## config.mk

```make
export PLATFORM = sky130hd
export DESIGN_NAME = dram_port
export DESIGN_NICKNAME = d
export VERILOG_FILES = /design/src/source/cache_addr_pkg.sv /design/src/source/cache_bus_pkg.sv /design/src/source/dram_port.sv
export VERILOG_INCLUDE_DIRS = /design/src /design/src/source
export SDC_FILE = /design/constraint.sdc
export NUM_CORES = 1
export LEC_CHECK = 0
export ABC_AREA = 1
export BUFFER_PORTS_ARGS = -buffer_cell sky130_fd_sc_hd__buf_4
export CELL_PAD_IN_SITES_DETAIL_PLACEMENT = 1
export CELL_PAD_IN_SITES_GLOBAL_PLACEMENT = 1
export CORE_AREA = 2 2 197 199
export CTS_BUF_LIST = sky130_fd_sc_hd__clkbuf_4
export CTS_CLUSTER_DIAMETER = 80
export DETAILED_ROUTE_END_ITERATION = 10
export DIE_AREA = 0 0 199 201
export PLACE_DENSITY_LB_ADDON = 0.1
export SLEW_MARGIN = 20
export SYNTH_ARGS = -nofsm -noshare
export SYNTH_HDL_FRONTEND = slang
export SYNTH_SLANG_ARGS = --single-unit
export TNS_END_PERCENT = 30
```

## constraint.sdc

```tcl
create_clock -name clk -period 2.75 [get_ports clk]
set_input_delay 0.275 -clock clk [delete_from_list [all_inputs] [get_ports clk]]
set_output_delay 0.275 -clock clk [all_outputs]
set_load 0.005 [all_outputs]
```

## src/source/cache_defs.svh

```systemverilog
`ifndef CACHE_DEFS_SVH
`define CACHE_DEFS_SVH

// Bank geometry
`define CACHE_NUM_BANKS       4
`define CACHE_BANK_BITS       2

// Line layout
`define CACHE_WORDS_PER_LINE  4
`define CACHE_WORD_SEL_BITS   2
`define CACHE_WORD_BITS       32
`define CACHE_LINE_BITS       128

// Sets per bank, direct mapped
`define CACHE_SETS            16
`define CACHE_SET_BITS        4
`define CACHE_TAG_BITS        22

`define CACHE_LINE_ADDR_BITS  28
`define CACHE_CORE_TAG_BITS   8

`endif

```

## src/source/cache_addr_pkg.sv

```systemverilog
`default_nettype none

`include "cache_defs.svh"

package cache_addr_pkg;

    // Byte address as seen by the core
    typedef struct packed {
        logic [`CACHE_TAG_BITS-1:0]      tag;
        logic [`CACHE_SET_BITS-1:0]      set;
        logic [`CACHE_BANK_BITS-1:0]     bank;
        logic [`CACHE_WORD_SEL_BITS-1:0] word_sel;
        logic [1:0]                      byte_off;
    } byte_addr_fields_s;

    typedef union packed {
        logic [31:0]       raw;
        byte_addr_fields_s f;
    } byte_addr_u;

    // Line address, also used as the DRAM tag
    typedef struct packed {
        logic [`CACHE_TAG_BITS-1:0]  tag;
        logic [`CACHE_SET_BITS-1:0]  set;
        logic [`CACHE_BANK_BITS-1:0] bank;
    } line_addr_fields_s;

    typedef union packed {
        logic [`CACHE_LINE_ADDR_BITS-1:0] raw;
        line_addr_fields_s                f;
    } line_addr_u;

endpackage

`default_nettype wire

```

## src/source/cache_bus_pkg.sv

```systemverilog
`default_nettype none

`include "cache_defs.svh"

package cache_bus_pkg;

    // Core request, read only
    typedef struct packed {
        cache_addr_pkg::byte_addr_u       addr;
        logic [`CACHE_CORE_TAG_BITS-1:0]  tag;
    } core_req_s;

    // Core response
    typedef struct packed {
        logic [`CACHE_WORD_BITS-1:0]      data;
        logic [`CACHE_CORE_TAG_BITS-1:0]  tag;
    } core_rsp_s;

    // Line fetch from a bank
    typedef struct packed {
        cache_addr_pkg::line_addr_u       addr;
    } fill_req_s;

    // Returned line, routed back by address
    typedef struct packed {
        cache_addr_pkg::line_addr_u       addr;
        logic [`CACHE_LINE_BITS-1:0]      data;
    } fill_rsp_s;

endpackage

`default_nettype wire

```

## src/source/dram_port.sv

```systemverilog
`timescale 1ns/1ps
`default_nettype none

`include "cache_defs.svh"

module dram_port (
    input  logic                                          clk,
    input  logic                                          rst,

    input  logic [`CACHE_NUM_BANKS-1:0]                   fill_req_valid,
    input  cache_bus_pkg::fill_req_s [`CACHE_NUM_BANKS-1:0] fill_req,
    output logic [`CACHE_NUM_BANKS-1:0]                   fill_req_ready,

    output logic                                          dram_req_read,
    output logic [`CACHE_LINE_ADDR_BITS-1:0]              dram_req_addr,
    output logic [`CACHE_LINE_ADDR_BITS-1:0]              dram_req_tag,
    input  logic                                          dram_req_ready,

    input  logic                                          dram_rsp_valid,
    input  logic [`CACHE_LINE_BITS-1:0]                   dram_rsp_data,
    input  logic [`CACHE_LINE_ADDR_BITS-1:0]              dram_rsp_tag,
    output logic                                          dram_rsp_ready,

    output logic [`CACHE_NUM_BANKS-1:0]                   fill_rsp_valid,
    output cache_bus_pkg::fill_rsp_s                      fill_rsp,
    input  logic [`CACHE_NUM_BANKS-1:0]                   fill_rsp_ready
);

    logic [`CACHE_BANK_BITS-1:0] rr_ptr;
    logic [`CACHE_BANK_BITS-1:0] cand_idx;
    logic [`CACHE_BANK_BITS-1:0] grant_idx;
    logic                        grant_found;
    cache_addr_pkg::line_addr_u  rsp_line;

    // First valid bank at or after the pointer
    always_comb begin
        grant_idx   = rr_ptr;
        grant_found = 1'b0;
        cand_idx    = rr_ptr;
        for (int k = `CACHE_NUM_BANKS - 1; k >= 0; k--) begin
            cand_idx = rr_ptr + `CACHE_BANK_BITS'(k);
            if (fill_req_valid[cand_idx]) begin
                grant_idx   = cand_idx;
                grant_found = 1'b1;
            end
        end
    end

    // Pointer parks on a stalled winner so the grant holds
    always_ff @(posedge clk) begin
        if (rst) begin
            rr_ptr <= '0;
        end else if (grant_found) begin
            rr_ptr <= dram_req_ready ? grant_idx + `CACHE_BANK_BITS'(1) : grant_idx;
        end
    end

    always_comb begin
        fill_req_ready = '0;
        fill_req_ready[grant_idx] = grant_found && dram_req_ready;
    end

    assign dram_req_read = grant_found;
    assign dram_req_addr = fill_req[grant_idx].addr.raw;
    assign dram_req_tag  = dram_req_addr;

    // Tag is the line address, its bank field picks the owner
    assign rsp_line.raw = dram_rsp_tag;

    always_comb begin
        fill_rsp_valid = '0;
        fill_rsp_valid[rsp_line.f.bank] = dram_rsp_valid;
    end

    assign fill_rsp.addr   = rsp_line;
    assign fill_rsp.data   = dram_rsp_data;
    assign dram_rsp_ready  = fill_rsp_ready[rsp_line.f.bank];

    a_req_hold: assert property (@(posedge clk) disable iff (rst)
        dram_req_read && !dram_req_ready |=> dram_req_read && $stable(dram_req_addr))
        else $error("DRAM request dropped or changed while stalled");

endmodule

`default_nettype wire

```

Word level (Yosys, flattened, before mapping)
Cells that the tools add are included.
{"block": "op_classes", "n_addsub": 4, "n_lt_le_gt_ge": 8, "mux": 25, "bitwise_logic": 2, "reduce_logical": 3}
{"op": "$bmux W28 S2", "count": 1}
{"op": "$mux W28", "count": 1}
{"op": "$lt A2 B3 Y1 const B", "count": 6}
{"op": "$mux W1", "count": 11}
{"op": "$bmux W1 S2", "count": 5}
{"op": "$mux W2", "count": 5}
{"op": "$and A4 B4 Y4", "count": 2}
{"op": "$add A2 B1 Y2 const B", "count": 2}
{"op": "$add A2 B2 Y2 const B", "count": 2}
{"op": "$demux W1 S2", "count": 2}
{"op": "$ge A2 B1 Y1 const B", "count": 2}
{"op": "$logic_and A1 B1 Y1", "count": 3}
{"block": "totals", "ff_bits": 2, "out_inout_bits": 222, "wordCells": 43}

Logic depth before layout (Yosys ltp)
{"block": "depth", "ltp_word": 12, "ltp_mapped": 15, "ltp_nobuf": 15}

Worst setup path before layout
No wires, ideal clock.
{"block": "synth_path", "path_kind": "register to register", "from": "register rr_ptr[0]", "to": "register rr_ptr[1]", "setup_ns": 0.115, "t_arrival_ns": 1.785, "slack_ns": 0.850, "path_stages_with_launch": 16, "path_buffers": 1, "cell_sequence": "dfxtp_1 -> buf_6 -> nand2_1 -> nand3_1 -> nand2_1 -> clkinv_1 -> nand2_1 -> nand2_2 -> nand2_2 -> nand2_2 -> nand2_1 -> inv_1 -> ha_1 -> o221a_2 -> o21ai_0 -> inv_1"}
{"block": "synth_via", "elab_chain_cells": 9}
{"element": "start, declared", "line": "dram_port.sv:29", "source": "logic [`CACHE_BANK_BITS-1:0] rr_ptr;"}
{"element": "start signal, assigned", "line": "dram_port.sv:54", "source": "rr_ptr <= dram_req_ready ? grant_idx + `CACHE_BANK_BITS'(1) : grant_idx;"}
{"element": "$add A2 B2 Y2", "line": "dram_port.sv:41", "source": "cand_idx = rr_ptr + `CACHE_BANK_BITS'(k);"}
{"element": "$bmux W1 S2", "line": "dram_port.sv:42", "source": "if (fill_req_valid[cand_idx]) begin"}
{"element": "$mux W1 (implied by the code)", "line": "dram_port.sv:42"}
{"element": "$mux W2 (4 in series)", "line": "dram_port.sv:42"}
{"element": "$add A2 B1 Y2", "line": "dram_port.sv:54"}
{"element": "$mux W2", "line": "dram_port.sv:54"}
Several ways; a longest one is shown, not always the timed one. The select of a mux whose other input is x is not followed.
A chain may end at the register's enable or synchronous reset.

Final worst setup path
{"block": "layout_path", "from": "register rr_ptr[0]", "to": "output dram_req_addr[13]"}
{"block": "layout_via", "elab_chain_cells": 9}
{"element": "$add A2 B2 Y2", "line": "dram_port.sv:41"}
{"element": "$bmux W1 S2", "line": "dram_port.sv:42"}
{"element": "$mux W1 (implied by the code)", "line": "dram_port.sv:42"}
{"element": "$mux W2 (3 in series)", "line": "dram_port.sv:42"}
{"element": "$mux W2 *", "line": "dram_port.sv:42"}
{"element": "$bmux W28 S2 *", "line": "dram_port.sv:64", "source": "assign dram_req_addr = fill_req[grant_idx].addr.raw;"}
{"element": "$mux W28 (implied by the code) *", "line": "dram_port.sv:64"}
{"element": "end, declared", "line": "dram_port.sv:15", "source": "output logic [`CACHE_LINE_ADDR_BITS-1:0] dram_req_addr,"}
Mark *: on every way between the ends. The rest lies on a longest branch, timed or not. The select of a mux whose other input is x is not followed.

==> impl_metrics.toml <==
[yosys]
syn_area_per_cell_sq_um = 5.546
yosysWarnings = 0
ys_seq_elements = 2
synth_cells = 601
syn-num-nets = 882
async_flop_share_pct = 0
ys_seq_area_share_pct = 1.201
synth_commonest_cells = "190 x buf_4, 151 x nand3_1, 126 x inv_1"
yosys-top-cells-area = "buf_4 43%, nand3_1 23%, inv_1 14%"
ys_types = 21
synth_edf_count = 0
synth_top_cell_area_share_pct = 42.79
synth_area_sq_um = 3333
synth_area_leader_cell = "buf_4"
ys.flop_type = "dfxtp_1"
yosysMostFrequentCell = "buf_4"

[clock_tree]
cts_buffers = 3
cts.sinks = 2
cts_setup_buffers = 0
cts.clk_slew.worst_paths_ns = 0.03
htreeDepth = 1
cts_buffer_depth = 2
root_buffer = "clkbuf_4"
tritoncts = "built"
clk_latency_ns = 0.23
cts-hold-fix-buffers = 0

[worst_setup_path]
critPathBufInv = 4
crit_cells = 11
end_kind = "output pin"
slowest_delay_ns = 0.36
required_ns = 2.48
criticalPathCategory = "reg -> out"
cp.arrival_ns = 2.22
rr_worst_depth = 15
startpoint_type = "flip-flop"
cp_max_fo = 18
path_cells = "inv_2 -> nand2_1 -> nand3_1 -> nand2_1 -> inv_2 -> nand3_1 -> nand2_4 -> buf_6 -> nand3_1 -> nand2_1 -> buf_4"
crit_slowest_cell = "dfxtp_4"
path_delay_family = "simple AND/OR/NAND/NOR gates"

[sta]
slew_headroom_pct = 80.57
setup_viol = 0
finClkSkew_ns = 0.0008869
finalCritPeriodShare_pct = 90.76
fmax_ghz = 0.4007
min_period_ns = 2.496
drv_slew = 0
finalSetupTns_ns = 0
rsz0062_at_grt = "no"
finalHoldViolCount = 0
tightest_slew_ns = 0.2914

[route]
first_pass_iters = 4
routed_wl_microns = 17870
vias_per_cell = 3.158
vias = 3531
postRouteAntennaNets = 0
drtIter0Drc = 73
wl_per_cell_microns = 15.99
drc = 0

[worst_hold_path]
holdPathStages = 5
hold_class = "in -> reg"

[floorplanning]
fp-row-count = 72
core-area_sq_um = 38110
start_util_pct = 8.747
dieArea_sq_um = 40000
die_h_microns = 201
die_x_microns = 199
boundaryPins = 502

[power_and_ir_drop]
p_seq_share_pct = 1.3
power_leakage_nw = 2.384
combinationalPowerShare_pct = 97.5
switching_share_pct = 54.24
power_switching_mw = 3.053
power_mw = 5.629
cellPowerDensity_nw_per_um2 = 1361
p_int_mw = 2.576
clkPwrFrac_pct = 1.2
vdd_drop_max_uv = 601.0

[layout]
drive_gt1_share_pct = 37.50
antenna_cells = 0
largest_reg_flops = 2
largest_registers = "rr_ptr (2)"
regMostFlops = "rr_ptr"
final_area_sq_um = 4135
final_nets = 883
fin_util_pct = 10.85
area_growth_syn_to_layout_pct = 24.06

[grt]
grt-ovfl-total = 0
grt_use_total_pct = 8.329
grt_pass1_wl_microns = 24920
grt_pass1_vias = 3916
grt_max_degree = 38
antenna_found_initial = 0

[status]
status = "finished clean"

[place]
dp_hpwl_microns = 14780
port_buffers = 193
routabilityCongestion = 0.6969
place_area_sq_um = 4005

[job]
drv_cap = 0
per-layer routing:
metal  vias to the layer above  global-route usage [%]  share of wire [%]
li1                       1641                       -                  -
met1                      1622                   8.835                 37
met2                       208                   15.50                 52
met3                        60                   2.739                9.3
met4                         0                   2.372                2.3
met5                         -                       0                  0
tightest hold or removal path, stage by stage:
cell     delay, ns
buf_4         0.09
inv_1         0.03
nand2_1       0.07
o21ai_0       0.09
inv_1         0.05
area by class of cell:
| cell class | count | area, sq um |
|---|---|---|
| clock buffers | 3 | 22.52 |
| fillers | 4726 | 33970 |
| inverters | 130 | 488.0 |
| multi-input cells | 259 | 1274 |
| flip-flops and latches | 2 | 45.04 |
| well taps | 518 | 648.1 |
| repair buffers | 206 | 1658 |
metrics by stage:
stage	cells	setup WS, ns	hold slack (ns)
final	1118	0.2541	0.4036
after global placement	1114	0.2831	0.5500
after detailed placement	1114	0.2440	0.5500
after global routing	1118	0.03999	0.4063
after CTS	1117	0.02664	0.3929
after floorplan	601	0.8496	0.5004
power by group through the flow:
stage | clock network (mW) | logic (mW) | registers, mW
after floorplan | 0 | 3.39 | 0.0563
after global placement | 0 | 5.45 | 0.0662
after detailed placement | 0 | 5.44 | 0.0678
after CTS | 0.0693 | 5.46 | 0.0674
after global routing | 0.0763 | 6.12 | 0.0796
final | 0.0663 | 5.49 | 0.0743
cells in the final DEF, fill, tap and decap left out:
master	instances
buf_12	6
buf_4	195
buf_6	3
buf_8	1
clkbuf_16	1
clkbuf_4	3
clkinv_1	1
dfxtp_2	1
dfxtp_4	1
ha_1	1
inv_1	125
inv_2	4
nand2_1	81
nand2_2	1
nand2_4	4
nand2_8	1
nand3_1	151
nand3_2	1
nand3_4	1
nand4_1	2
nor2_1	3
nor3_1	6
nor3_2	1
o21ai_0	3
o21ai_1	1
o21bai_1	1
o221a_2	1
final timing paths:
path | startpoint | to | slack (ns)
setup / recovery | rr_ptr[0] | dram_req_addr[13] | 0.25
hold / removal | dram_req_ready | rr_ptr[1] | 0.40
setup reg to reg | rr_ptr[0] | rr_ptr[1] | 0.54
hold reg to reg | rr_ptr[0] | rr_ptr[0] | 0.70
cells by family (layout without fill, tap and decap cells):
| logic type | count (synthesis) | in the layout | share of synthesized area (%) |
|---|---|---|---|
| AND/OR/NAND/NOR | 252 | 252 | 35.36 |
| flip-flops | 2 | 2 | 1.201 |
| adder cells (fa/ha/maj) | 1 | 1 | 0.3753 |
| buffers and inverters | 340 | 339 | 61.90 |
| AO/OA/AOI/OAI | 6 | 6 | 1.163 |
what timing repair did:
item / 4_1_cts / 5_1_grt
pin swaps: 0 / 1
cloned: 0 / 1
setup endpoints to repair: 2 / 58
hold endpoints to repair: 0 / 0
gates resized for setup: 1 / 20
(Power assumes the default switching activity.)
