===== config.mk =====
export PLATFORM = sky130hd
export DESIGN_NAME = cache_bank
export DESIGN_NICKNAME = d
export VERILOG_FILES = /design/src/source/cache_addr_pkg.sv /design/src/source/cache_bus_pkg.sv /design/src/source/bank_line_store.sv /design/src/source/cache_bank.sv
export VERILOG_INCLUDE_DIRS = /design/src /design/src/source
export SDC_FILE = /design/constraint.sdc
export NUM_CORES = 2
export LEC_CHECK = 0
export BUFFER_PORTS_ARGS = -buffer_cell sky130_fd_sc_hd__buf_2
export CAP_MARGIN = 20
export CORE_MARGIN = 2
export CORE_UTILIZATION = 50
export CTS_CLUSTER_SIZE = 14
export DETAILED_ROUTE_END_ITERATION = 12
export HOLD_SLACK_MARGIN = 0.02
export PLACE_DENSITY = 0.66
export SKIP_LAST_GASP = 1
export SLEW_MARGIN = 25
export SYNTH_ARGS = -nofsm -noshare
export SYNTH_HDL_FRONTEND = slang
export SYNTH_SLANG_ARGS = --single-unit

===== constraint.sdc =====
create_clock -name clk -period 26.9 [get_ports clk]
set_input_delay 1.345 -clock clk [delete_from_list [all_inputs] [get_ports clk]]
set_output_delay 1.345 -clock clk [all_outputs]
set_load 0.01 [all_outputs]

===== src/source/cache_defs.svh =====
`ifndef CACHE_DEFS_SVH
`define CACHE_DEFS_SVH

// Bank geometry
`define CACHE_NUM_BANKS       4
`define CACHE_BANK_BITS       2

// Line layout
`define CACHE_WORDS_PER_LINE  4
`define CACHE_WORD_SEL_BITS   2
`define CACHE_WORD_BITS       32
`define CACHE_LINE_BITS       128

// Sets per bank, direct mapped
`define CACHE_SETS            16
`define CACHE_SET_BITS        4
`define CACHE_TAG_BITS        22

`define CACHE_LINE_ADDR_BITS  28
`define CACHE_CORE_TAG_BITS   8

`endif


===== src/source/cache_addr_pkg.sv =====
`default_nettype none

`include "cache_defs.svh"

package cache_addr_pkg;

    // Byte address as seen by the core
    typedef struct packed {
        logic [`CACHE_TAG_BITS-1:0]      tag;
        logic [`CACHE_SET_BITS-1:0]      set;
        logic [`CACHE_BANK_BITS-1:0]     bank;
        logic [`CACHE_WORD_SEL_BITS-1:0] word_sel;
        logic [1:0]                      byte_off;
    } byte_addr_fields_s;

    typedef union packed {
        logic [31:0]       raw;
        byte_addr_fields_s f;
    } byte_addr_u;

    // Line address, also used as the DRAM tag
    typedef struct packed {
        logic [`CACHE_TAG_BITS-1:0]  tag;
        logic [`CACHE_SET_BITS-1:0]  set;
        logic [`CACHE_BANK_BITS-1:0] bank;
    } line_addr_fields_s;

    typedef union packed {
        logic [`CACHE_LINE_ADDR_BITS-1:0] raw;
        line_addr_fields_s                f;
    } line_addr_u;

endpackage

`default_nettype wire


===== src/source/cache_bus_pkg.sv =====
`default_nettype none

`include "cache_defs.svh"

package cache_bus_pkg;

    // Core request, read only
    typedef struct packed {
        cache_addr_pkg::byte_addr_u       addr;
        logic [`CACHE_CORE_TAG_BITS-1:0]  tag;
    } core_req_s;

    // Core response
    typedef struct packed {
        logic [`CACHE_WORD_BITS-1:0]      data;
        logic [`CACHE_CORE_TAG_BITS-1:0]  tag;
    } core_rsp_s;

    // Line fetch from a bank
    typedef struct packed {
        cache_addr_pkg::line_addr_u       addr;
    } fill_req_s;

    // Returned line, routed back by address
    typedef struct packed {
        cache_addr_pkg::line_addr_u       addr;
        logic [`CACHE_LINE_BITS-1:0]      data;
    } fill_rsp_s;

endpackage

`default_nettype wire


===== src/source/bank_line_store.sv =====
`timescale 1ns/1ps
`default_nettype none

`include "cache_defs.svh"

module bank_line_store (
    input  logic                          clk,
    input  logic                          rst,

    input  logic [`CACHE_SET_BITS-1:0]    rd_set,
    output logic                          rd_valid,
    output logic [`CACHE_TAG_BITS-1:0]    rd_tag,
    output logic [`CACHE_LINE_BITS-1:0]   rd_line,

    input  logic                          wr_en,
    input  logic [`CACHE_SET_BITS-1:0]    wr_set,
    input  logic [`CACHE_TAG_BITS-1:0]    wr_tag,
    input  logic [`CACHE_LINE_BITS-1:0]   wr_line
);

    logic [`CACHE_SETS-1:0]        valid_bits;
    logic [`CACHE_TAG_BITS-1:0]    tag_mem  [`CACHE_SETS];
    logic [`CACHE_LINE_BITS-1:0]   line_mem [`CACHE_SETS];
    logic [`CACHE_SET_BITS-1:0]    rd_set_q;

    always_ff @(posedge clk) begin
        if (rst) begin
            valid_bits <= '0;
        end else if (wr_en) begin
            valid_bits[wr_set] <= 1'b1;
        end
    end

    always_ff @(posedge clk) begin
        if (wr_en) begin
            tag_mem[wr_set]  <= wr_tag;
            line_mem[wr_set] <= wr_line;
        end
        rd_set_q <= rd_set;
    end

    // Read port, one cycle behind the address
    assign rd_valid = valid_bits[rd_set_q];
    assign rd_tag   = tag_mem[rd_set_q];
    assign rd_line  = line_mem[rd_set_q];

endmodule

`default_nettype wire


===== src/source/cache_bank.sv =====
`timescale 1ns/1ps
`default_nettype none

`include "cache_defs.svh"

module cache_bank (
    input  logic                        clk,
    input  logic                        rst,

    input  logic                        req_valid,
    input  cache_bus_pkg::core_req_s    req,
    output logic                        req_ready,

    output logic                        rsp_valid,
    output cache_bus_pkg::core_rsp_s    rsp,
    input  logic                        rsp_ready,

    output logic                        fill_req_valid,
    output cache_bus_pkg::fill_req_s    fill_req,
    input  logic                        fill_req_ready,

    input  logic                        fill_rsp_valid,
    input  cache_bus_pkg::fill_rsp_s    fill_rsp,
    output logic                        fill_rsp_ready
);

    typedef enum logic [2:0] {
        S_IDLE,
        S_LOOKUP,
        S_FILL_REQ,
        S_FILL_WAIT,
        S_RESPOND
    } state_e;

    state_e                          state;
    logic                            fill_pend;
    cache_bus_pkg::core_req_s        req_q;
    cache_bus_pkg::fill_rsp_s        fill_q;

    logic                            rd_valid;
    logic [`CACHE_TAG_BITS-1:0]      rd_tag;
    logic [`CACHE_LINE_BITS-1:0]     rd_line;
    logic [`CACHE_LINE_BITS-1:0]     lookup_line;
    logic [`CACHE_WORD_BITS-1:0]     lookup_word;
    logic                            hit;

    // Storage is read while the request is offered in idle
    bank_line_store u_store (
        .clk      (clk),
        .rst      (rst),
        .rd_set   (req.addr.f.set),
        .rd_valid (rd_valid),
        .rd_tag   (rd_tag),
        .rd_line  (rd_line),
        .wr_en    (state == S_LOOKUP && fill_pend),
        .wr_set   (fill_q.addr.f.set),
        .wr_tag   (fill_q.addr.f.tag),
        .wr_line  (fill_q.data)
    );

    // Returning from a fill, the lookup takes the fetched line
    assign hit = fill_pend || (rd_valid && rd_tag == req_q.addr.f.tag);
    assign lookup_line = fill_pend ? fill_q.data : rd_line;

    always_comb begin
        lookup_word = '0;
        for (int w = 0; w < `CACHE_WORDS_PER_LINE; w++) begin
            if (req_q.addr.f.word_sel == w) begin
                lookup_word = lookup_line[w*`CACHE_WORD_BITS +: `CACHE_WORD_BITS];
            end
        end
    end

    always_ff @(posedge clk) begin
        if (rst) begin
            state     <= S_IDLE;
            fill_pend <= 1'b0;
        end else begin
            case (state)
                S_IDLE: if (req_valid) state <= S_LOOKUP;
                S_LOOKUP: begin
                    fill_pend <= 1'b0;
                    state     <= hit ? S_RESPOND : S_FILL_REQ;
                end
                S_FILL_REQ: if (fill_req_ready) state <= S_FILL_WAIT;
                S_FILL_WAIT: begin
                    if (fill_rsp_valid) begin
                        fill_pend <= 1'b1;
                        state     <= S_LOOKUP;
                    end
                end
                S_RESPOND: if (rsp_ready) state <= S_IDLE;
                default: state <= S_IDLE;
            endcase
        end
    end

    always_ff @(posedge clk) begin
        if (state == S_IDLE && req_valid) begin
            req_q <= req;
        end
        if (state == S_FILL_WAIT && fill_rsp_valid) begin
            fill_q <= fill_rsp;
        end
        if (state == S_LOOKUP && hit) begin
            rsp.data <= lookup_word;
            rsp.tag  <= req_q.tag;
        end
    end

    assign req_ready      = (state == S_IDLE);
    assign rsp_valid      = (state == S_RESPOND);
    assign fill_req_valid = (state == S_FILL_REQ);
    assign fill_rsp_ready = (state == S_FILL_WAIT);

    assign fill_req.addr.f.tag  = req_q.addr.f.tag;
    assign fill_req.addr.f.set  = req_q.addr.f.set;
    assign fill_req.addr.f.bank = req_q.addr.f.bank;

    a_rsp_hold: assert property (@(posedge clk) disable iff (rst)
        rsp_valid && !rsp_ready |=> rsp_valid && $stable(rsp))
        else $error("bank response changed while stalled");

    // Fills are routed to a bank only while it waits for one
    a_fill_routed: assert property (@(posedge clk) disable iff (rst)
        fill_rsp_valid |-> state == S_FILL_WAIT)
        else $error("fill response outside fill wait");

endmodule

`default_nettype wire


Word-level counts from Yosys, hierarchy flattened
Memories as Yosys holds them, arrays and structs flattened. A register that Yosys moved wholly into a read port is not among the register bits.
Cells that the tools add are included.
Word-level totals
  memories kept: 2
  logic and storage cells: 59
  RAM bits: 2400
  flip-flop bits (word level): 260
  memory bits (read-only): 0
  bits in latches: 0
Memory list
  u_store.line_mem: depth 16, width 128, rd ports 1, clocked after memory_dff 1, write ports 1, line bank_line_store.sv:23  | logic [`CACHE_LINE_BITS-1:0] line_mem [`CACHE_SETS];
  u_store.tag_mem: depth 16, width 22, rd ports 1, clocked after memory_dff 1, write ports 1, line bank_line_store.sv:22  | logic [`CACHE_TAG_BITS-1:0] tag_mem [`CACHE_SETS];
Cells by class
  equality and inequality tests: 12
  reduce and logical (&&, ||, !) cells: 12
  div/mod/pow operators: 0
  $mul: 0
  bitwise logic cells: 1
  add/subtract/negate cells: 0
  multiplexer cells: 19
  shift operators: 0
  magnitude comparators: 3
Operators by type and width (number)
  two-way mux 128 bit: 1
  two-way mux 32 bit: 4
  == test 22 bit: 1
  bitwise OR 16 bit: 1
  two-way mux 3 bit: 5
  one-hot mux 3 bit (5 select lines): 1
  < comparator 4 x 5 -> 1 bit, second input constant: 2
  == test 3 x 2 -> 1 bit, second input constant: 2
  logical AND 1 bit: 6
  two-way mux 1 bit: 5
  binary-select mux 1 bit (select 4 bit): 1
  demux 1 bit (select 4 bit): 1
  == test 2 bit, second input constant: 2
  >= comparator 4 x 1 -> 1 bit, second input constant: 1
  inequality test 2 x 1 -> 1 bit, second input constant: 2
  inequality test 2 bit, second input constant: 2
  AND reduction 4 bit: 1
  == test 3 x 1 -> 1 bit, second input constant: 1
  == test 3 bit, second input constant: 1
  zero test 3 bit: 1
  == test 2 x 1 -> 1 bit, second input constant: 1
  zero test 2 bit: 1
  one-hot mux 1 bit (2 select lines): 1
  AND reduction 2 bit: 1
  2 further kinds: 2

Depth between registers and ports, before layout
  depth after elaboration: 6
  depth in mapped cells: 14
  mapped depth without buffers: 8

Cells and area by module
From an unflattened synthesis, not the netlist that was laid out.
Second synthesis, totals
  cells, all modules: 4209
  area, all modules: 100111.0 um^2
By module, submodules not included
  bank_line_store: cells each 3775, instances 1, area an instance 90415.5 um^2
  cache_bank: cells each 434, instances 1, area an instance 9695.5 um^2

Worst setup path before layout
Ideal clock, no wire load.
  kind: flip-flop to flip-flop
  from: register state[0]
  to: memory u_store.line_mem[0][0] (netlist name) (enable)
  required time: 26055 ps
  period minus slack after synthesis: 12345 ps
  slack: 14555 ps
  buffers on the path: 0
  arrival: 11499 ps
  cell stages (with the launch flop): 6
  setup time: 845 ps
  cell sequence: dfxtp_1 -> inv_1 -> nor3_1 -> nand2_1 -> or3_1 -> nor3_1
On the way
  longest elaborated chain between the ends: 4
RTL lines
  from (decl): line cache_bank.sv:35  | state_e state;
  from (signal assigned): line cache_bank.sv:83  | state <= hit ? S_RESPOND : S_FILL_REQ;
  == test 3 x 1 -> 1 bit: line cache_bank.sv:55  | .wr_en (state == S_LOOKUP && fill_pend),
  logical AND 1 bit: line cache_bank.sv:55
  two-way mux 1 bit: line bank_line_store.sv:35  | if (wr_en) begin
  two-way mux 1 bit (not written as such): line bank_line_store.sv:37  | line_mem[wr_set] <= wr_line;
  to (decl): line bank_line_store.sv:23
Every way passes these cells.

==> metrics.txt <==
crit-path max cell delay=about 0.85 ns; CTS Root Cell=clkbuf_16; DP Cell Count=about 6900; RePlAce Congestion=0.716; Post-Syn Instances=just over 4000; standard-cell row count=~160; dpl hpwl=between 100000 and 150000 microns; internal reg-to-reg setup slack=about 20 ns; Crit path arrival time=just over 7 ns; vias in the first global route=between 40000 and 50000; worst-path cell chain=buf_4, buf_4, buf_4, buf_4, mux4_2, mux4_2, mux2i_1, o22ai_1, a21oi_1, a31oi_1; Remaining DRCs=0; Synth warnings=0; slowest cell on the critical path=buf_4; # resized after CTS=0; clk buf depth=4; Crit. End Element=flop; top cells by count, synth=edfxtp_1 (2632), mux4_2 (710), mux2i_1 (103), buf_2 (101), nand2_1 (89); WP data required=27.53 ns; synthesis-to-finish area growth=12.9%; H-tree Lvls=5; routed wire length=between 200000 and 250000 microns; reg2reg start=u_store.rd_set_q[0]; Startpoint Class=flop; initial drt markers=~5300; Post-Syn Nets=4358; GRT Overall Usage=0.233; share of the synthesized area in the top cell type=0.783; register area=between 70000 and 80000 sq um; first-pass GRT wire length=roughly 340000 microns; Worst Hold End=rsp[3]; setup TNS=0 ns; Final Slew Violations=0; drt wl/cell=between 30 and 40 microns; clock transition at the registers of the reported paths=approximately 0.06 ns; multi-input logic area=about 20000 sq um; number of synthesized flops with an enable pin=roughly 2600; Leak=around 36 nW; crit path max fanout=47; GRT overflow=0; share of post-route cells with drive strength above 1=0.315; Mean Syn Cell Area=~24 sq um; most used cell, CP=buf_4; Power Density=between 70 and 80 nW/um^2; Reg2Reg Depth=10; fillers=between 10000 and 15000; RR Endpoint=rsp[32]; top-count cell post-synth=edfxtp_1; Rel. slew slack=0.250; nets@finish=~4800; vias per inst=slightly above 6; Post-synth top flop=edfxtp_1; Min-Delay Path Class=flop to flop; final hold violation count=0; RSZ-0062 raised after global routing=no; Seq/Total Area, Yosys=0.788; final core utilization=0.569; TritonCTS Buffers=roughly 290; status=finished clean; #FFs+latches synth=2656; Vert. Die Dim=~450 microns; endpoints failing setup=0; Core ar.=about 200000 sq um; worst slew pin tran=roughly 1.1 ns; initial antenna violation count=13; Cell Count, Final, Fillers Out=approximately 7400; Post-CTS Setup Bufs=0; Die Wd=roughly 450 microns; router iterations before antenna repair=5; fin crit share=0.246; IO buf count=269; maximum vdd drop=around 53 uV; # clock sinks=2656; max frequency=151 MHz; Clock Latency Late Sink=roughly 0.93 ns; count of cell types in the netlist=59; fin crit period=6.62 ns; Initial Util=0.504; via count=46200; Antenna Nets Post-Route=0; kind of critical path=flop to flop; pin count of the biggest net entering global routing=between 150 and 200; Max-Cap Viols=0; Synth Cell Area=101000 sq um; Hold Path Depth=0; die area=between 200000 and 250000 sq um; post-synth top area cell=edfxtp_1; Hold Buf Count CTS=0; largest cells by area after synthesis=edfxtp_1 (78%), mux4_2 (16%), mux2i_1 (1.0%); async set-reset flop share out of synthesis=0; worst hold path startpoint=req_q[3]; skew final=between 0.05 and 0.06 ns; io pins=274; CTS tree=yes
[routing by layer]
layer,track usage,vias up,share of wire
met5,0,-,0.00011
met4,0.0567,4,0.022
met3,0.0360,334,0.071
met2,0.392,2036,0.51
met1,0.322,25100,0.39
li1,-,18700,-
[worst max-delay path by stage]
stage                        start                      to  cells past startpoint
6_report       u_store.rd_set_q[0]                 rsp[32]                     10
5_1_grt        u_store.rd_set_q[0]                 rsp[32]                     10
4_1_cts        u_store.rd_set_q[0]                 rsp[15]                     11
3_5_place_dp   u_store.rd_set_q[0]                 rsp[17]                     11
3_3_place_gp   u_store.rd_set_q[0]                 rsp[17]                     11
2_1_floorplan             state[0]  u_store.line_mem[0][0]                      5
[state kept, by name, indices dropped and copies added (netlist names)]
signal and cells:
fill_pend 1, fill_req 28, u_store.rd_set_q 4, req_q 10, u_store.line_mem 2048, rsp 40
fill_q 154, u_store.tag_mem 352, state 3, u_store.valid_bits 16
[layout by cell type, fill, tap and decap left out, drive strengths merged, types with 21 or more instances in the layout]
cell type,count
bufinv,21
clkbuf,366
mux4,727
nand2,89
buf,373
a21oi,35
dfxtp,24
nor2,82
a22oi,22
clkinv,86
edfxtp,2632
mux2i,103
[kinds of logic (layout without fill, tap and decap cells)]
logic type             after synthesis  in the layout  share of synthesized area
multiplexers                       840            840                      0.174
other                                0              2                          0
XOR/XNOR                            25             25                    0.00217
buffers and inverters              245            864                     0.0153
AO/OA/AOI/OAI                      157            157                     0.0107
flip-flops                        2656           2656                      0.788
AND/OR/NAND/NOR                    233            233                     0.0103
[worst max-delay path, delay by kind of cell, from the launching register on]
| kind | cells | cell delay (ns) |
|---|---|---|
| compound gates | 3 | 1.15 |
| buf+inv | 4 | 3.07 |
| mux | 3 | 1.24 |
| flops | 1 | 0.65 |
[area by class of cell]
| cell class | instances | share of cell area |
|---|---|---|
| flip-flops and latches | 2656 | 0.698 |
| multi-input cells | 1255 | 0.176 |
| clock buffers | 366 | 0.0666 |
| well taps | 2656 | 0.0291 |
| repair buffers | 373 | 0.0206 |
| clock inverters | 118 | 0.00987 |
| inverters | 7 | 0.000252 |
| diodes | 2 | 0.0000439 |
[power breakdown]
part / internal [mW] / switching (mW)
Clock: 2.19 / 1.53
Sequential: 4.55 / 0.0430
Combinational: 0.173 / 0.229
Total: 6.91 / 1.80
[metrics by stage]
step | power [mW] | instance area (sq um) | setup WS, ns | hold slack (ns)
floorplan | 4.93 | 101000 | 14.56 | 0.400
global placement | 5.08 | 105000 | 19.75 | 0.402
detailed placement | 5.09 | 105000 | 19.73 | 0.407
CTS | 8.79 | 114000 | 19.69 | 0.420
global route | 8.96 | 114000 | 19.73 | 0.422
finish | 8.71 | 114000 | 20.28 | 0.417
(Power assumes the default switching activity.)
