### src/source/cache_defs.svh
`ifndef CACHE_DEFS_SVH
`define CACHE_DEFS_SVH

// Bank geometry
`define CACHE_NUM_BANKS       4
`define CACHE_BANK_BITS       2

// Line layout
`define CACHE_WORDS_PER_LINE  4
`define CACHE_WORD_SEL_BITS   2
`define CACHE_WORD_BITS       32
`define CACHE_LINE_BITS       128

// Sets per bank, direct mapped
`define CACHE_SETS            16
`define CACHE_SET_BITS        4
`define CACHE_TAG_BITS        22

`define CACHE_LINE_ADDR_BITS  28
`define CACHE_CORE_TAG_BITS   8

`endif

### src/source/cache_addr_pkg.sv
`default_nettype none

`include "cache_defs.svh"

package cache_addr_pkg;

    // Byte address as seen by the core
    typedef struct packed {
        logic [`CACHE_TAG_BITS-1:0]      tag;
        logic [`CACHE_SET_BITS-1:0]      set;
        logic [`CACHE_BANK_BITS-1:0]     bank;
        logic [`CACHE_WORD_SEL_BITS-1:0] word_sel;
        logic [1:0]                      byte_off;
    } byte_addr_fields_s;

    typedef union packed {
        logic [31:0]       raw;
        byte_addr_fields_s f;
    } byte_addr_u;

    // Line address, also used as the DRAM tag
    typedef struct packed {
        logic [`CACHE_TAG_BITS-1:0]  tag;
        logic [`CACHE_SET_BITS-1:0]  set;
        logic [`CACHE_BANK_BITS-1:0] bank;
    } line_addr_fields_s;

    typedef union packed {
        logic [`CACHE_LINE_ADDR_BITS-1:0] raw;
        line_addr_fields_s                f;
    } line_addr_u;

endpackage

`default_nettype wire

### src/source/cache_bus_pkg.sv
`default_nettype none

`include "cache_defs.svh"

package cache_bus_pkg;

    // Core request, read only
    typedef struct packed {
        cache_addr_pkg::byte_addr_u       addr;
        logic [`CACHE_CORE_TAG_BITS-1:0]  tag;
    } core_req_s;

    // Core response
    typedef struct packed {
        logic [`CACHE_WORD_BITS-1:0]      data;
        logic [`CACHE_CORE_TAG_BITS-1:0]  tag;
    } core_rsp_s;

    // Line fetch from a bank
    typedef struct packed {
        cache_addr_pkg::line_addr_u       addr;
    } fill_req_s;

    // Returned line, routed back by address
    typedef struct packed {
        cache_addr_pkg::line_addr_u       addr;
        logic [`CACHE_LINE_BITS-1:0]      data;
    } fill_rsp_s;

endpackage

`default_nettype wire

### src/source/core_rsp_merge.sv
`timescale 1ns/1ps
`default_nettype none

`include "cache_defs.svh"

module core_rsp_merge (
    input  logic                                          clk,
    input  logic                                          rst,

    input  logic [`CACHE_NUM_BANKS-1:0]                   bank_rsp_valid,
    input  cache_bus_pkg::core_rsp_s [`CACHE_NUM_BANKS-1:0] bank_rsp,
    output logic [`CACHE_NUM_BANKS-1:0]                   bank_rsp_ready,

    output logic                                          core_rsp_valid,
    output cache_bus_pkg::core_rsp_s                      core_rsp,
    input  logic                                          core_rsp_ready
);

    logic [`CACHE_BANK_BITS-1:0] rr_ptr;
    logic [`CACHE_BANK_BITS-1:0] cand_idx;
    logic [`CACHE_BANK_BITS-1:0] grant_idx;
    logic                        grant_found;

    always_comb begin
        grant_idx   = rr_ptr;
        grant_found = 1'b0;
        cand_idx    = rr_ptr;
        for (int k = `CACHE_NUM_BANKS - 1; k >= 0; k--) begin
            cand_idx = rr_ptr + `CACHE_BANK_BITS'(k);
            if (bank_rsp_valid[cand_idx]) begin
                grant_idx   = cand_idx;
                grant_found = 1'b1;
            end
        end
    end

    // Held on a stalled bank, moves past it after the transfer
    always_ff @(posedge clk) begin
        if (rst) begin
            rr_ptr <= '0;
        end else if (grant_found) begin
            rr_ptr <= core_rsp_ready ? grant_idx + `CACHE_BANK_BITS'(1) : grant_idx;
        end
    end

    always_comb begin
        bank_rsp_ready = '0;
        bank_rsp_ready[grant_idx] = grant_found && core_rsp_ready;
    end

    assign core_rsp_valid = grant_found;
    assign core_rsp       = bank_rsp[grant_idx];

    a_one_ready: assert property (@(posedge clk) disable iff (rst)
        $onehot0(bank_rsp_ready))
        else $error("more than one bank response accepted");

endmodule

`default_nettype wire

### config.mk
export PLATFORM = sky130hd
export DESIGN_NAME = core_rsp_merge
export DESIGN_NICKNAME = d
export VERILOG_FILES = /design/src/source/cache_addr_pkg.sv /design/src/source/cache_bus_pkg.sv /design/src/source/core_rsp_merge.sv
export VERILOG_INCLUDE_DIRS = /design/src /design/src/source
export SDC_FILE = /design/constraint.sdc
export NUM_CORES = 1
export LEC_CHECK = 0
export BUFFER_PORTS_ARGS = -buffer_cell sky130_fd_sc_hd__clkbuf_2
export CAP_MARGIN = 30
export CORE_MARGIN = 10
export CORE_UTILIZATION = 26
export CTS_BUF_LIST = sky130_fd_sc_hd__clkbuf_2 sky130_fd_sc_hd__clkbuf_4 sky130_fd_sc_hd__clkbuf_8
export DETAILED_ROUTE_END_ITERATION = 10
export MAX_ROUTING_LAYER = met4
export PLACE_DENSITY_LB_ADDON = 0.1
export RECOVER_POWER = 100
export SLEW_MARGIN = 20
export SYNTH_ARGS = -nofsm -noshare
export SYNTH_HDL_FRONTEND = slang
export SYNTH_SLANG_ARGS = --single-unit
### constraint.sdc
create_clock -name clk -period 1.72 [get_ports clk]
set_clock_uncertainty 0.05 [all_clocks]
set_input_delay 0.086 -clock clk [delete_from_list [all_inputs] [get_ports clk]]
set_output_delay 0.086 -clock clk [all_outputs]
set_load 0.01 [all_outputs]
# Yosys cells after proc, flatten, opt, wreduce, memory -nomap -nowiden
# Index checks and enable logic that the tools add are counted.
classes:
  n_addsub: 4
  magnitude_cmp: 6
  muxes: 21
  bitwise_logic: 1
  reduce_logical: 2
op_table:
  columns: ["cell", "count"]
  rows:
  - ["40-bit binary-select mux with 2-bit select", 1]
  - ["40-bit two-way mux", 1]
  - ["2-bit by 3-bit less-than comparator with 1-bit output, second input constant", 5]
  - ["2-bit two-way mux", 5]
  - ["1-bit two-way mux", 9]
  - ["1-bit binary-select mux with 2-bit select", 4]
  - ["2-bit by 1-bit adder with 2-bit output, second input constant", 2]
  - ["2-bit adder, second input constant", 2]
  - ["4-bit AND", 1]
  - ["1-bit demux with 2-bit select", 1]
  - ["2-bit by 1-bit >= comparator with 1-bit output, second input constant", 1]
  - ["1-bit logical AND", 2]
totals:
  ff_bits: 2
  input_bits: 167
  output_inout_bits: 45
  elab_cells: 35

# Depth between registers and ports, before layout
# Gate-level depths: netlist (run 1).
logic_depth:
  word_depth: 12
  ltp_mapped: 8
  ltp_nobuf: 6

# Worst setup path before layout (run 1)
# No wires, ideal clock.
synth_timing:
  path_type: "reg-to-output"
  start: "reg rr_ptr[1]"
  end: "out core_rsp[0] (netlist bit)"
  arrival_time_ns: 1.810
  t_required_ns: 1.584
  slack_ns: -0.226
  stages_incl_launch_ff: 7
  n_path_buf: 2
  path_cell_list: "dfxtp_1 and3b_1 a2111oi_2 or2_1 buf_6 buf_12 mux4_2"
synth_rtl:
  columns: ["element", "line_no", "rtl"]
  rows:
  - ["start, declared", "core_rsp_merge.sv:19", "logic [`CACHE_BANK_BITS-1:0] rr_ptr;"]
  - ["start signal, assigned", "core_rsp_merge.sv:42", "rr_ptr <= core_rsp_ready ? grant_idx + `CACHE_BANK_BITS'(1) : grant_idx;"]
  - ["end, declared", "core_rsp_merge.sv:15", "output cache_bus_pkg::core_rsp_s core_rsp,"]

==> flow_summary.yaml, run 1 <==
power:
  leakagePower_nw: 1.390
  switchingPower_w: 0.0006122
  netSwitchingFraction: 0.3816
  power.share.combinational: 0.845
  p_int_w: 0.0009920
  clkPwrFrac: 0.118
  irDropWorstVdd_uv: 426.2
  power.density_mw_per_mm2: 603.9
  pwr-share-seq: 0.037
status:
  violations: "setup timing"
  outcome: "finished, violations left"
setup_path:
  cpLargestDelayFamily: "multiplexers"
  cp.required_ns: 1.58
  worstSetupPathType: "flop to output port"
  start_kind: "flop"
  crit_chain: "nor3_2 -> a2111oi_2 -> or2_4 -> clkbuf_16 -> mux4_2 -> clkbuf_2"
  worstPathArrival_ns: 2.12
  r2r_end: "rr_ptr[1]"
  r2r_start: "rr_ptr[0]"
  slowest_delay_ns: 0.50
  endpoint_kind: "output port"
  r2r_slack_ns: -0.33
  ff2ff_path_depth: 10
  crit_fanout: 12
  cp_slowest_cell: "mux4_2"
  critical_path_buf_inv_count: 2
hold_path:
  min_to: "rr_ptr[1]"
  hp-class: "primary input to flop"
  hold_path_startpoint: "rst"
  min_delay_path_depth: 2
drt:
  route.final.wire_length_um: 7715
  vias: 1796
  drt-pass1-iter-count: 4
  drt_iter0_markers: 29
  avgViaCountPerCell: 4.777
  wl_per_cell_um: 20.52
  drc: 0
  drtAntennaViolNets: 0
floorplanning:
  io_pins: 212
  die_w_um: 89.93
  die_area_mm2: 0.008087
  die_y_um: 89.93
  core_mm2: 0.004723
  initial_core_util: 0.2691
  num_rows: 25
timing:
  max_freq_ghz: 0.4433
  max-slew-margin-rel: 0.7700
  fin_ws_ns: -0.5356
  setup_viol: 45
  setup_tns_ns: -21.48
  hold_viol: 0
  period_needed_ns: 2.256
  hold_slack_ns: 0.03174
  rsz0062_at_grt: "true"
  period_share: 1.311
  maxSlewViolCount: 0
  worstMarginPinSlew_ns: 0.3444
cts:
  cts_buffers: 3
  clk_pin_slew_ns: 0.03
  clock_latency_ns: 0.21
  cts_sinks: 2
  cts_tree: "done"
  cts-root-buf: "clkbuf_8"
  clock_path_buffers: 2
  h-tree-depth: 1
  cts_hold_buffers: 0
yosys:
  syn_inst: 83
  synth.area.top_cells: "mux4_2, buf_12, mux4_1"
  synth_flop_cell: "dfxtp_1"
  yosysSeqAreaShare: 0.03150
  synthArstFlopShare: 0
  synth_area_leader_cell: "mux4_2"
  synth_most_common_cell: "mux4_2"
  synth_area_mm2: 0.001271
  synth_nets: 251
  netlist.area_leader.share: 0.6732
  ys_ff_latch: 2
  synth.distinct_cells: 29
  synth-edff-count: 0
  ys_warn_count: 0
  synth_top_cells_by_count: "mux4_2, clkbuf_1, nor2_1, buf_12"
  syn_area_per_cell_um2: 15.32
global_route:
  grt_max_degree: 25
  grt_usage: 0.1785
  grt_antenna_before_repair: 0
  grt_pass1_wl_um: 11520
  grt_overflow_total: 0
  grt_pass1_vias: 2021
finish:
  drive_above_1_share: 0.9450
  multiInputGateArea_mm2: 0.001177
  largest_register_ff_count: 2
  post-route-util: 0.5624
  diodes: 0
  seq_area_um2: 42.54
  reg.largest.list: "rr_ptr (2)"
  area_growth_pct: 109.0
  nets: 479
  fillers: 446
  largest_register: "rr_ptr"
placement:
  dp_hpwl_um: 6848
  globalplace.congestion: 0.7825
  port_buffers: 211
flow_run:
  drv_cap: 0
==> power groups by stage <==
stage               Combinational, W  Clock (W)  Sequential, W
finish                       0.00136   0.000189      0.0000597
global route                 0.00146   0.000195      0.0000607
CTS                          0.00127   0.000194      0.0000597
detailed placement           0.00125          0      0.0000597
global placement             0.00124          0      0.0000591
floorplan                   0.000754          0      0.0000615
==> cell usage in the layout, fill, tap and decap left out, drive strengths merged <==
cell	instances
a21oi	1
nor3	3
or2	2
inv	1
and3b	1
o21bai	1
o21a	2
nand2	2
mux4	40
nand2b	2
a311oi	2
or4	1
nor2	4
ha	1
o31ai	1
dfxtp	2
buf	25
a2111oi	1
nor3b	2
and3	1
nor2b	2
o2bb2ai	1
clkbuf	211
==> through the flow <==
step	area, um^2	setup WS [ns]	std cells	total power, W
CTS	2517	-0.5270	369	0.001526
global placement	2462	-0.2950	366	0.001301
floorplan	1279	-0.1453	83	0.0008155
finish	2656	-0.5356	376	0.001604
global route	2656	-0.6126	376	0.001719
detailed placement	2462	-0.3114	366	0.001313
==> what timing repair did <==
action	CTS	global route
setup endpoints to repair	46	46
cloned	0	2
pin swaps	3	5
hold endpoints to repair	0	0
resized for setup	7	15
setup buffers	0	5
==> area by class of cell <==
class                   count  area share
flip-flops and latches      2     0.01602
clock buffers               3     0.01554
repair buffers            233      0.4922
inverters                   1    0.001413
well taps                  67     0.03156
multi-input cells          70      0.4432
==> layer usage <==
layer / part of all wire / vias up / global-route usage
met2: 0.54 / 110 / 0.3299
li1: - / 840 / -
met1: 0.39 / 844 / 0.1977
met4: 0.0021 / 0 / 0.01989
met5: 0 / - / -
met3: 0.068 / 2 / 0.03741
==> cells by family (layout without fill, tap and decap cells) <==
family,count (synthesis),count (layout),share of synthesized area
AND/OR/NAND/NOR,20,20,0.09745
AO/OA/AOI/OAI,9,9,0.06004
adder cells (fa/ha/maj),1,1,0.009841
multiplexers,40,40,0.7146
flip-flops,2,2,0.03150
buffers and inverters,11,237,0.08660
==> worst max-delay path by stage <==
stage | from | end | slack, ns | depth (start not counted)
after CTS | rr_ptr[1] | core_rsp[32] | -0.53 | 6
after global routing | rr_ptr[1] | core_rsp[36] | -0.61 | 6
after floorplan | rr_ptr[1] | core_rsp[0] | -0.15 | 6
final | rr_ptr[1] | core_rsp[21] | -0.54 | 6
after detailed placement | rr_ptr[1] | core_rsp[2] | -0.31 | 6
after global placement | rr_ptr[1] | core_rsp[39] | -0.29 | 6
==> worst register-to-register path, stage by stage, from the launching register on <==
cell	delay, ns
dfxtp_2	0.32
buf_6	0.09
nor2b_1	0.05
o21a_1	0.20
or2_4	0.29
clkbuf_16	0.19
buf_6	0.11
buf_6	0.11
ha_4	0.25
nand2_2	0.05
a311oi_2	0.25
Note: power is estimated with default switching activity, not from simulation.
==> run 2: changes to the inputs <==
--- a/config.mk
+++ b/config.mk
@@ -8,10 +8,10 @@
 export LEC_CHECK = 0
 export BUFFER_PORTS_ARGS = -buffer_cell sky130_fd_sc_hd__clkbuf_2
 export CAP_MARGIN = 30
-export CORE_MARGIN = 10
-export CORE_UTILIZATION = 26
+export CORE_AREA = 2 2 82 84
 export CTS_BUF_LIST = sky130_fd_sc_hd__clkbuf_2 sky130_fd_sc_hd__clkbuf_4 sky130_fd_sc_hd__clkbuf_8
 export DETAILED_ROUTE_END_ITERATION = 10
+export DIE_AREA = 0 0 84 86
 export MAX_ROUTING_LAYER = met4
 export PLACE_DENSITY_LB_ADDON = 0.1
 export RECOVER_POWER = 100
==> flow_summary.yaml, run 2 (synthesis gave the netlist of run 1 again) <==
finish:
  fin_cells: 396
  multiInputGateArea_mm2: 0.001200
  largest_register_ff_count: 2
  largest_register: "rr_ptr"
  area_growth_pct: 122.6
  diodes: 0
  nets: 489
  layout_common_cells: "clkbuf_2, mux4_2, buf_4"
  drive_above_1_share: 0.9404
  mostFrequentLayoutCell: "clkbuf_2"
  reg.largest.list: "rr_ptr (2)"
  post-route-util: 0.4509
  fillers: 625
  seq_area_um2: 42.54
power:
  total_power_w: 0.001724
  leakagePower_nw: 1.473
  irDropWorstVdd_uv: 449.6
  power.density_mw_per_mm2: 609.3
timing:
  period_needed_ns: 2.207
  worstMarginPinSlew_ns: 0.2765
  setup_viol: 46
  period_share: 1.283
  max-slew-margin-rel: 0.8141
  fin_ws_ns: -0.4868
  hold_viol: 0
  maxSlewViolCount: 0
  hold_slack_ns: 0.01819
  max_freq_ghz: 0.4531
  rsz0062_at_grt: "true"
floorplanning:
  die_w_um: 84
  die_area_mm2: 0.007224
  core_mm2: 0.006277
  num_rows: 29
  die_y_um: 86
  initial_core_util: 0.2025
  io_pins: 212
global_route:
  grt_pass1_wl_um: 9818
  grt_pass1_vias: 1926
  grt_overflow_total: 0
  grt_usage: 0.1740
  grt_antenna_before_repair: 0
  grt_max_degree: 20
placement:
  port_buffers: 211
  dp_hpwl_um: 5542
  place_ws_ns: -0.4124
  globalplace.congestion: 0.7469
  dp.cells: 377
hold_path:
  hp-class: "primary input to flop"
cts:
  h-tree-depth: 1
  cts_sinks: 2
  cts_tree: "done"
  clock_latency_ns: 0.21
  clk_pin_slew_ns: 0.03
  cts-root-buf: "clkbuf_8"
  clock_path_buffers: 2
  cts_buffers: 3
setup_path:
  crit_chain: "nor3_2 -> a2111oi_4 -> or2_4 -> buf_12 -> mux4_2 -> clkbuf_2"
  start_kind: "flop"
  crit_fanout: 15
  cpLargestDelayFamily: "multiplexers"
  worstPathArrival_ns: 2.07
  worstSetupPathType: "flop to output port"
  cp_slowest_cell: "mux4_2"
  critical_path_buf_inv_count: 2
  endpoint_kind: "output port"
  slowest_delay_ns: 0.52
  cp.required_ns: 1.58
flow_run:
  drv_cap: 0
drt:
  drt_iter0_markers: 38
  drc: 0
  wl_per_cell_um: 16.71
  vias: 1833
  drtAntennaViolNets: 0
  drt-pass1-iter-count: 4
  avgViaCountPerCell: 4.629
  route.final.wire_length_um: 6618
status:
  violations: "setup timing"
  outcome: "finished, violations left"
run 2: final timing paths:
kind	from	endpoint	slack (ns)	depth (start not counted)
hold reg to reg	rr_ptr[1]	rr_ptr[1]	0.59	3
setup / recovery	rr_ptr[1]	core_rsp[19]	-0.49	6
hold / removal	rst	rr_ptr[0]	0.02	2
setup reg to reg	rr_ptr[1]	rr_ptr[1]	-0.20	10
run 2: per-stage QoR:
stage	setup TNS [ns]	area, um^2
floorplan	-5.421	1279
global placement	-14.59	2495
detailed placement	-15.92	2495
CTS	-19.68	2748
global route	-23.80	2830
finish	-19.76	2830
run 2: cell type report:
type	count	area share
clock buffer	3	0.01459
tap	77	0.03404
inverter	1	0.001326
sequential	2	0.01503
multi-input combinational	70	0.4240
timing repair buffer	243	0.5111
run 2: timing repair:
item	CTS	global route
pin swaps	5	3
buffers inserted	11	2
endpoints found under the setup margin	46	46
gates cloned	1	2
gates resized for setup	18	9
hold buffers	0	0
run 2: where the power goes:
| group | total, W | internal [W] | switching, W | leakage (nW) |
|---|---|---|---|---|
| Clock | 0.000184 | 0.000148 | 0.0000361 | 0.0216 |
| Combinational | 0.00148 | 0.000891 | 0.000589 | 1.43 |
| Sequential | 0.0000596 | 0.0000544 | 0.00000516 | 0.0172 |
run 2: metal layers:
| layer | track usage | vias up | routed length [um] |
|---|---|---|---|
| li1 | - | 861 | - |
| met1 | 0.1978 | 878 | 2506 |
| met2 | 0.3295 | 86 | 3687 |
| met3 | 0.02021 | 8 | 345 |
| met4 | 0.03666 | 0 | 78 |
| met5 | - | - | 0 |
==> run 3: changes to the inputs <==
--- a/config.mk
+++ b/config.mk
@@ -6,12 +6,12 @@
 export SDC_FILE = /design/constraint.sdc
 export NUM_CORES = 1
 export LEC_CHECK = 0
+export ABC_AREA = 1
 export BUFFER_PORTS_ARGS = -buffer_cell sky130_fd_sc_hd__clkbuf_2
 export CAP_MARGIN = 30
-export CORE_AREA = 2 2 82 84
+export CORE_UTILIZATION = 36
 export CTS_BUF_LIST = sky130_fd_sc_hd__clkbuf_2 sky130_fd_sc_hd__clkbuf_4 sky130_fd_sc_hd__clkbuf_8
 export DETAILED_ROUTE_END_ITERATION = 10
-export DIE_AREA = 0 0 84 86
 export MAX_ROUTING_LAYER = met4
 export PLACE_DENSITY_LB_ADDON = 0.1
 export RECOVER_POWER = 100
==> flow_summary.yaml, run 3 <==
yosys:
  synth.distinct_cells: 21
  syn_area_per_cell_um2: 4.547
  yosysSeqAreaShare: 0.01604
  synth_area_leader_cell: "nand3_1"
  syn_inst: 549
  synth_most_common_cell: "nand3_1"
  netlist.area_leader.share: 0.4170
  ys_warn_count: 0
  ys_ff_latch: 2
  synth_area_mm2: 0.002496
  synth.area.top_cells: "nand3_1, inv_1, nand2_1"
  synth_nets: 717
  synth_top_cells_by_count: "nand3_1, inv_1, nand2_1, buf_2, inv_2"
  synthArstFlopShare: 0
  synth_flop_cell: "dfxtp_1"
  synth-edff-count: 0
finish:
  multiInputGateArea_mm2: 0.001733
  area_growth_pct: 60.80
  largest_register_ff_count: 2
  largest_register: "rr_ptr"
  fillers: 697
  layout_common_cells: "clkbuf_2, nand3_1, inv_1"
  post-route-util: 0.6146
  reg.largest.list: "rr_ptr (2)"
  nets: 926
  drive_above_1_share: 0.3730
  seq_area_um2: 45.04
  diodes: 0
  mostFrequentLayoutCell: "clkbuf_2"
cts:
  cts_sinks: 2
  h-tree-depth: 1
  cts_buffers: 3
  clk_pin_slew_ns: 0.03
  clock_path_buffers: 2
  cts_hold_buffers: 0
  clock_latency_ns: 0.21
  cts_tree: "done"
  cts-root-buf: "clkbuf_8"
floorplanning:
  num_rows: 29
  die_y_um: 85.27
  die_w_um: 85.27
  core_mm2: 0.006531
  io_pins: 212
  die_area_mm2: 0.007271
  initial_core_util: 0.3822
timing:
  period_share: 1.191
  period_needed_ns: 2.048
  fin_ws_ns: -0.3281
  setup_viol: 45
  max_freq_ghz: 0.4883
  max-slew-margin-rel: 0.8279
  rsz0062_at_grt: "true"
  maxSlewViolCount: 0
  hold_viol: 0
  worstMarginPinSlew_ns: 0.2573
  setup_tns_ns: -12.21
setup_path:
  r2r_slack_ns: -0.13
  cpMostUsedCell: "nand2_1"
  start_kind: "flop"
  crit_fanout: 14
  worstPathArrival_ns: 1.91
  r2r_end: "rr_ptr[1]"
  cp.required_ns: 1.58
  slowest_delay_ns: 0.37
  crit_chain: "inv_4 -> nand2_1 -> nand3_2 -> nand2_1 -> inv_1 -> nand2_2 -> nand2_4 -> nand2_4 -> nand2_8 -> nand2_8 -> buf_12 -> nand2_1 -> nand3_2 -> nand2_1 -> clkbuf_2"
  worstSetupPathType: "flop to output port"
  r2r_start: "rr_ptr[0]"
  ff2ff_path_depth: 14
  setup.worst_path.start: "rr_ptr[0]"
  cp_slowest_cell: "dfxtp_4"
  endpoint_kind: "output port"
  endpoint: "core_rsp[3]"
global_route:
  grt_overflow_total: 0
  grt_antenna_before_repair: 0
  grt_pass1_vias: 3588
  grt_max_degree: 30
  grt_usage: 0.2598
  grt_pass1_wl_um: 15450
power:
  leakagePower_nw: 2.891
  power.density_mw_per_mm2: 2244
  irDropWorstVdd_uv: 1459
status:
  violations: "setup timing"
  outcome: "finished, violations left"
drt:
  drt-pass1-iter-count: 4
  route.final.wire_length_um: 9666
  drc: 0
  vias: 4019
  avgViaCountPerCell: 4.825
  drt_iter0_markers: 131
  wl_per_cell_um: 11.60
  drtAntennaViolNets: 0
placement:
  port_buffers: 211
  dp_hpwl_um: 7410
  globalplace.congestion: 0.8836
flow_run:
  drv_cap: 0
hold_path:
  hp-class: "primary input to flop"
-- run 3: cell count changes after synthesis, moves of 4 or more --
cell / change
nand3_1: +208
buf_2: +30
nand2_1: +105
clkbuf_1: -4
inv_2: +5
inv_1: +168
mux4_2: -38
-- run 3: power by group --
| group | internal [W] | switching [W] |
|---|---|---|
| Clock | 0.000148 | 0.0000411 |
| Sequential | 0.0000762 | 0.0000514 |
| Combinational | 0.00365 | 0.00504 |
| Total | 0.00388 | 0.00513 |
-- run 3: area by class of cell --
class | instances | area share
Inverter | 174 | 0.1640
Clock buffer | 3 | 0.01029
Multi-Input combinational cell | 336 | 0.4317
Tap cell | 77 | 0.02400
Timing Repair Buffer | 241 | 0.3588
Sequential cell | 2 | 0.01122
-- run 3: metal layers --
metal	GRT usage	vias up	wire length (um)
li1	-	2076	-
met1	0.2980	1774	3980
met2	0.4883	156	5039
met3	0.01654	13	533
met4	0.06667	0	112
met5	-	-	0
-- run 3: worst max-delay path, delay by kind of cell, from the launching register on --
| kind | cells | cell delay [ns] |
|---|---|---|
| simple gates | 11 | 0.91 |
| buf+inv | 4 | 0.42 |
| flops | 1 | 0.37 |
-- run 3: worst min path at each step --
stage	from	cells past startpoint	end	slack [ns]
after floorplan	rst	3	rr_ptr[1]	0.20
after global placement	rst	4	rr_ptr[1]	0.32
after detailed placement	rst	4	rr_ptr[1]	0.32
after CTS	rst	4	rr_ptr[1]	0.1
after global routing	rst	4	rr_ptr[1]	0.15
final	rst	4	rr_ptr[1]	0.13
-- run 3: kinds of logic (layout without fill, tap and decap cells) --
group,Yosys count,count (layout),share of synthesized area
AOI/OAI and AO/OA,7,7,0.01604
adders and majority gates,1,1,0.005012
buffers and inverters,211,418,0.3464
DFF,2,2,0.01604
and+or+nand+nor,328,328,0.6165
-- run 3: timing repair --
item | 4_1_cts | 5_1_grt
endpoints found under the setup margin | 45 | 46
cloned | 1 | 0
gates resized for setup | 21 | 28
pin swaps | 2 | 2
setup buffers | 0 | 3
-- run 3: through the flow --
| stage | power [W] | worst slack, ns | hold WS [ns] | instances | instance area [um^2] |
|---|---|---|---|---|---|
| floorplan | 0.005303 | 0.004368 | 0.2029 | 549 | 2526 |
| global placement | 0.008167 | -0.09167 | 0.3194 | 826 | 3781 |
| detailed placement | 0.008222 | -0.1401 | 0.3222 | 826 | 3781 |
| CTS | 0.008819 | -0.3144 | 0.09626 | 830 | 3941 |
| global route | 0.009911 | -0.4559 | 0.1496 | 833 | 4014 |
| finish | 0.009008 | -0.3281 | 0.1253 | 833 | 4014 |
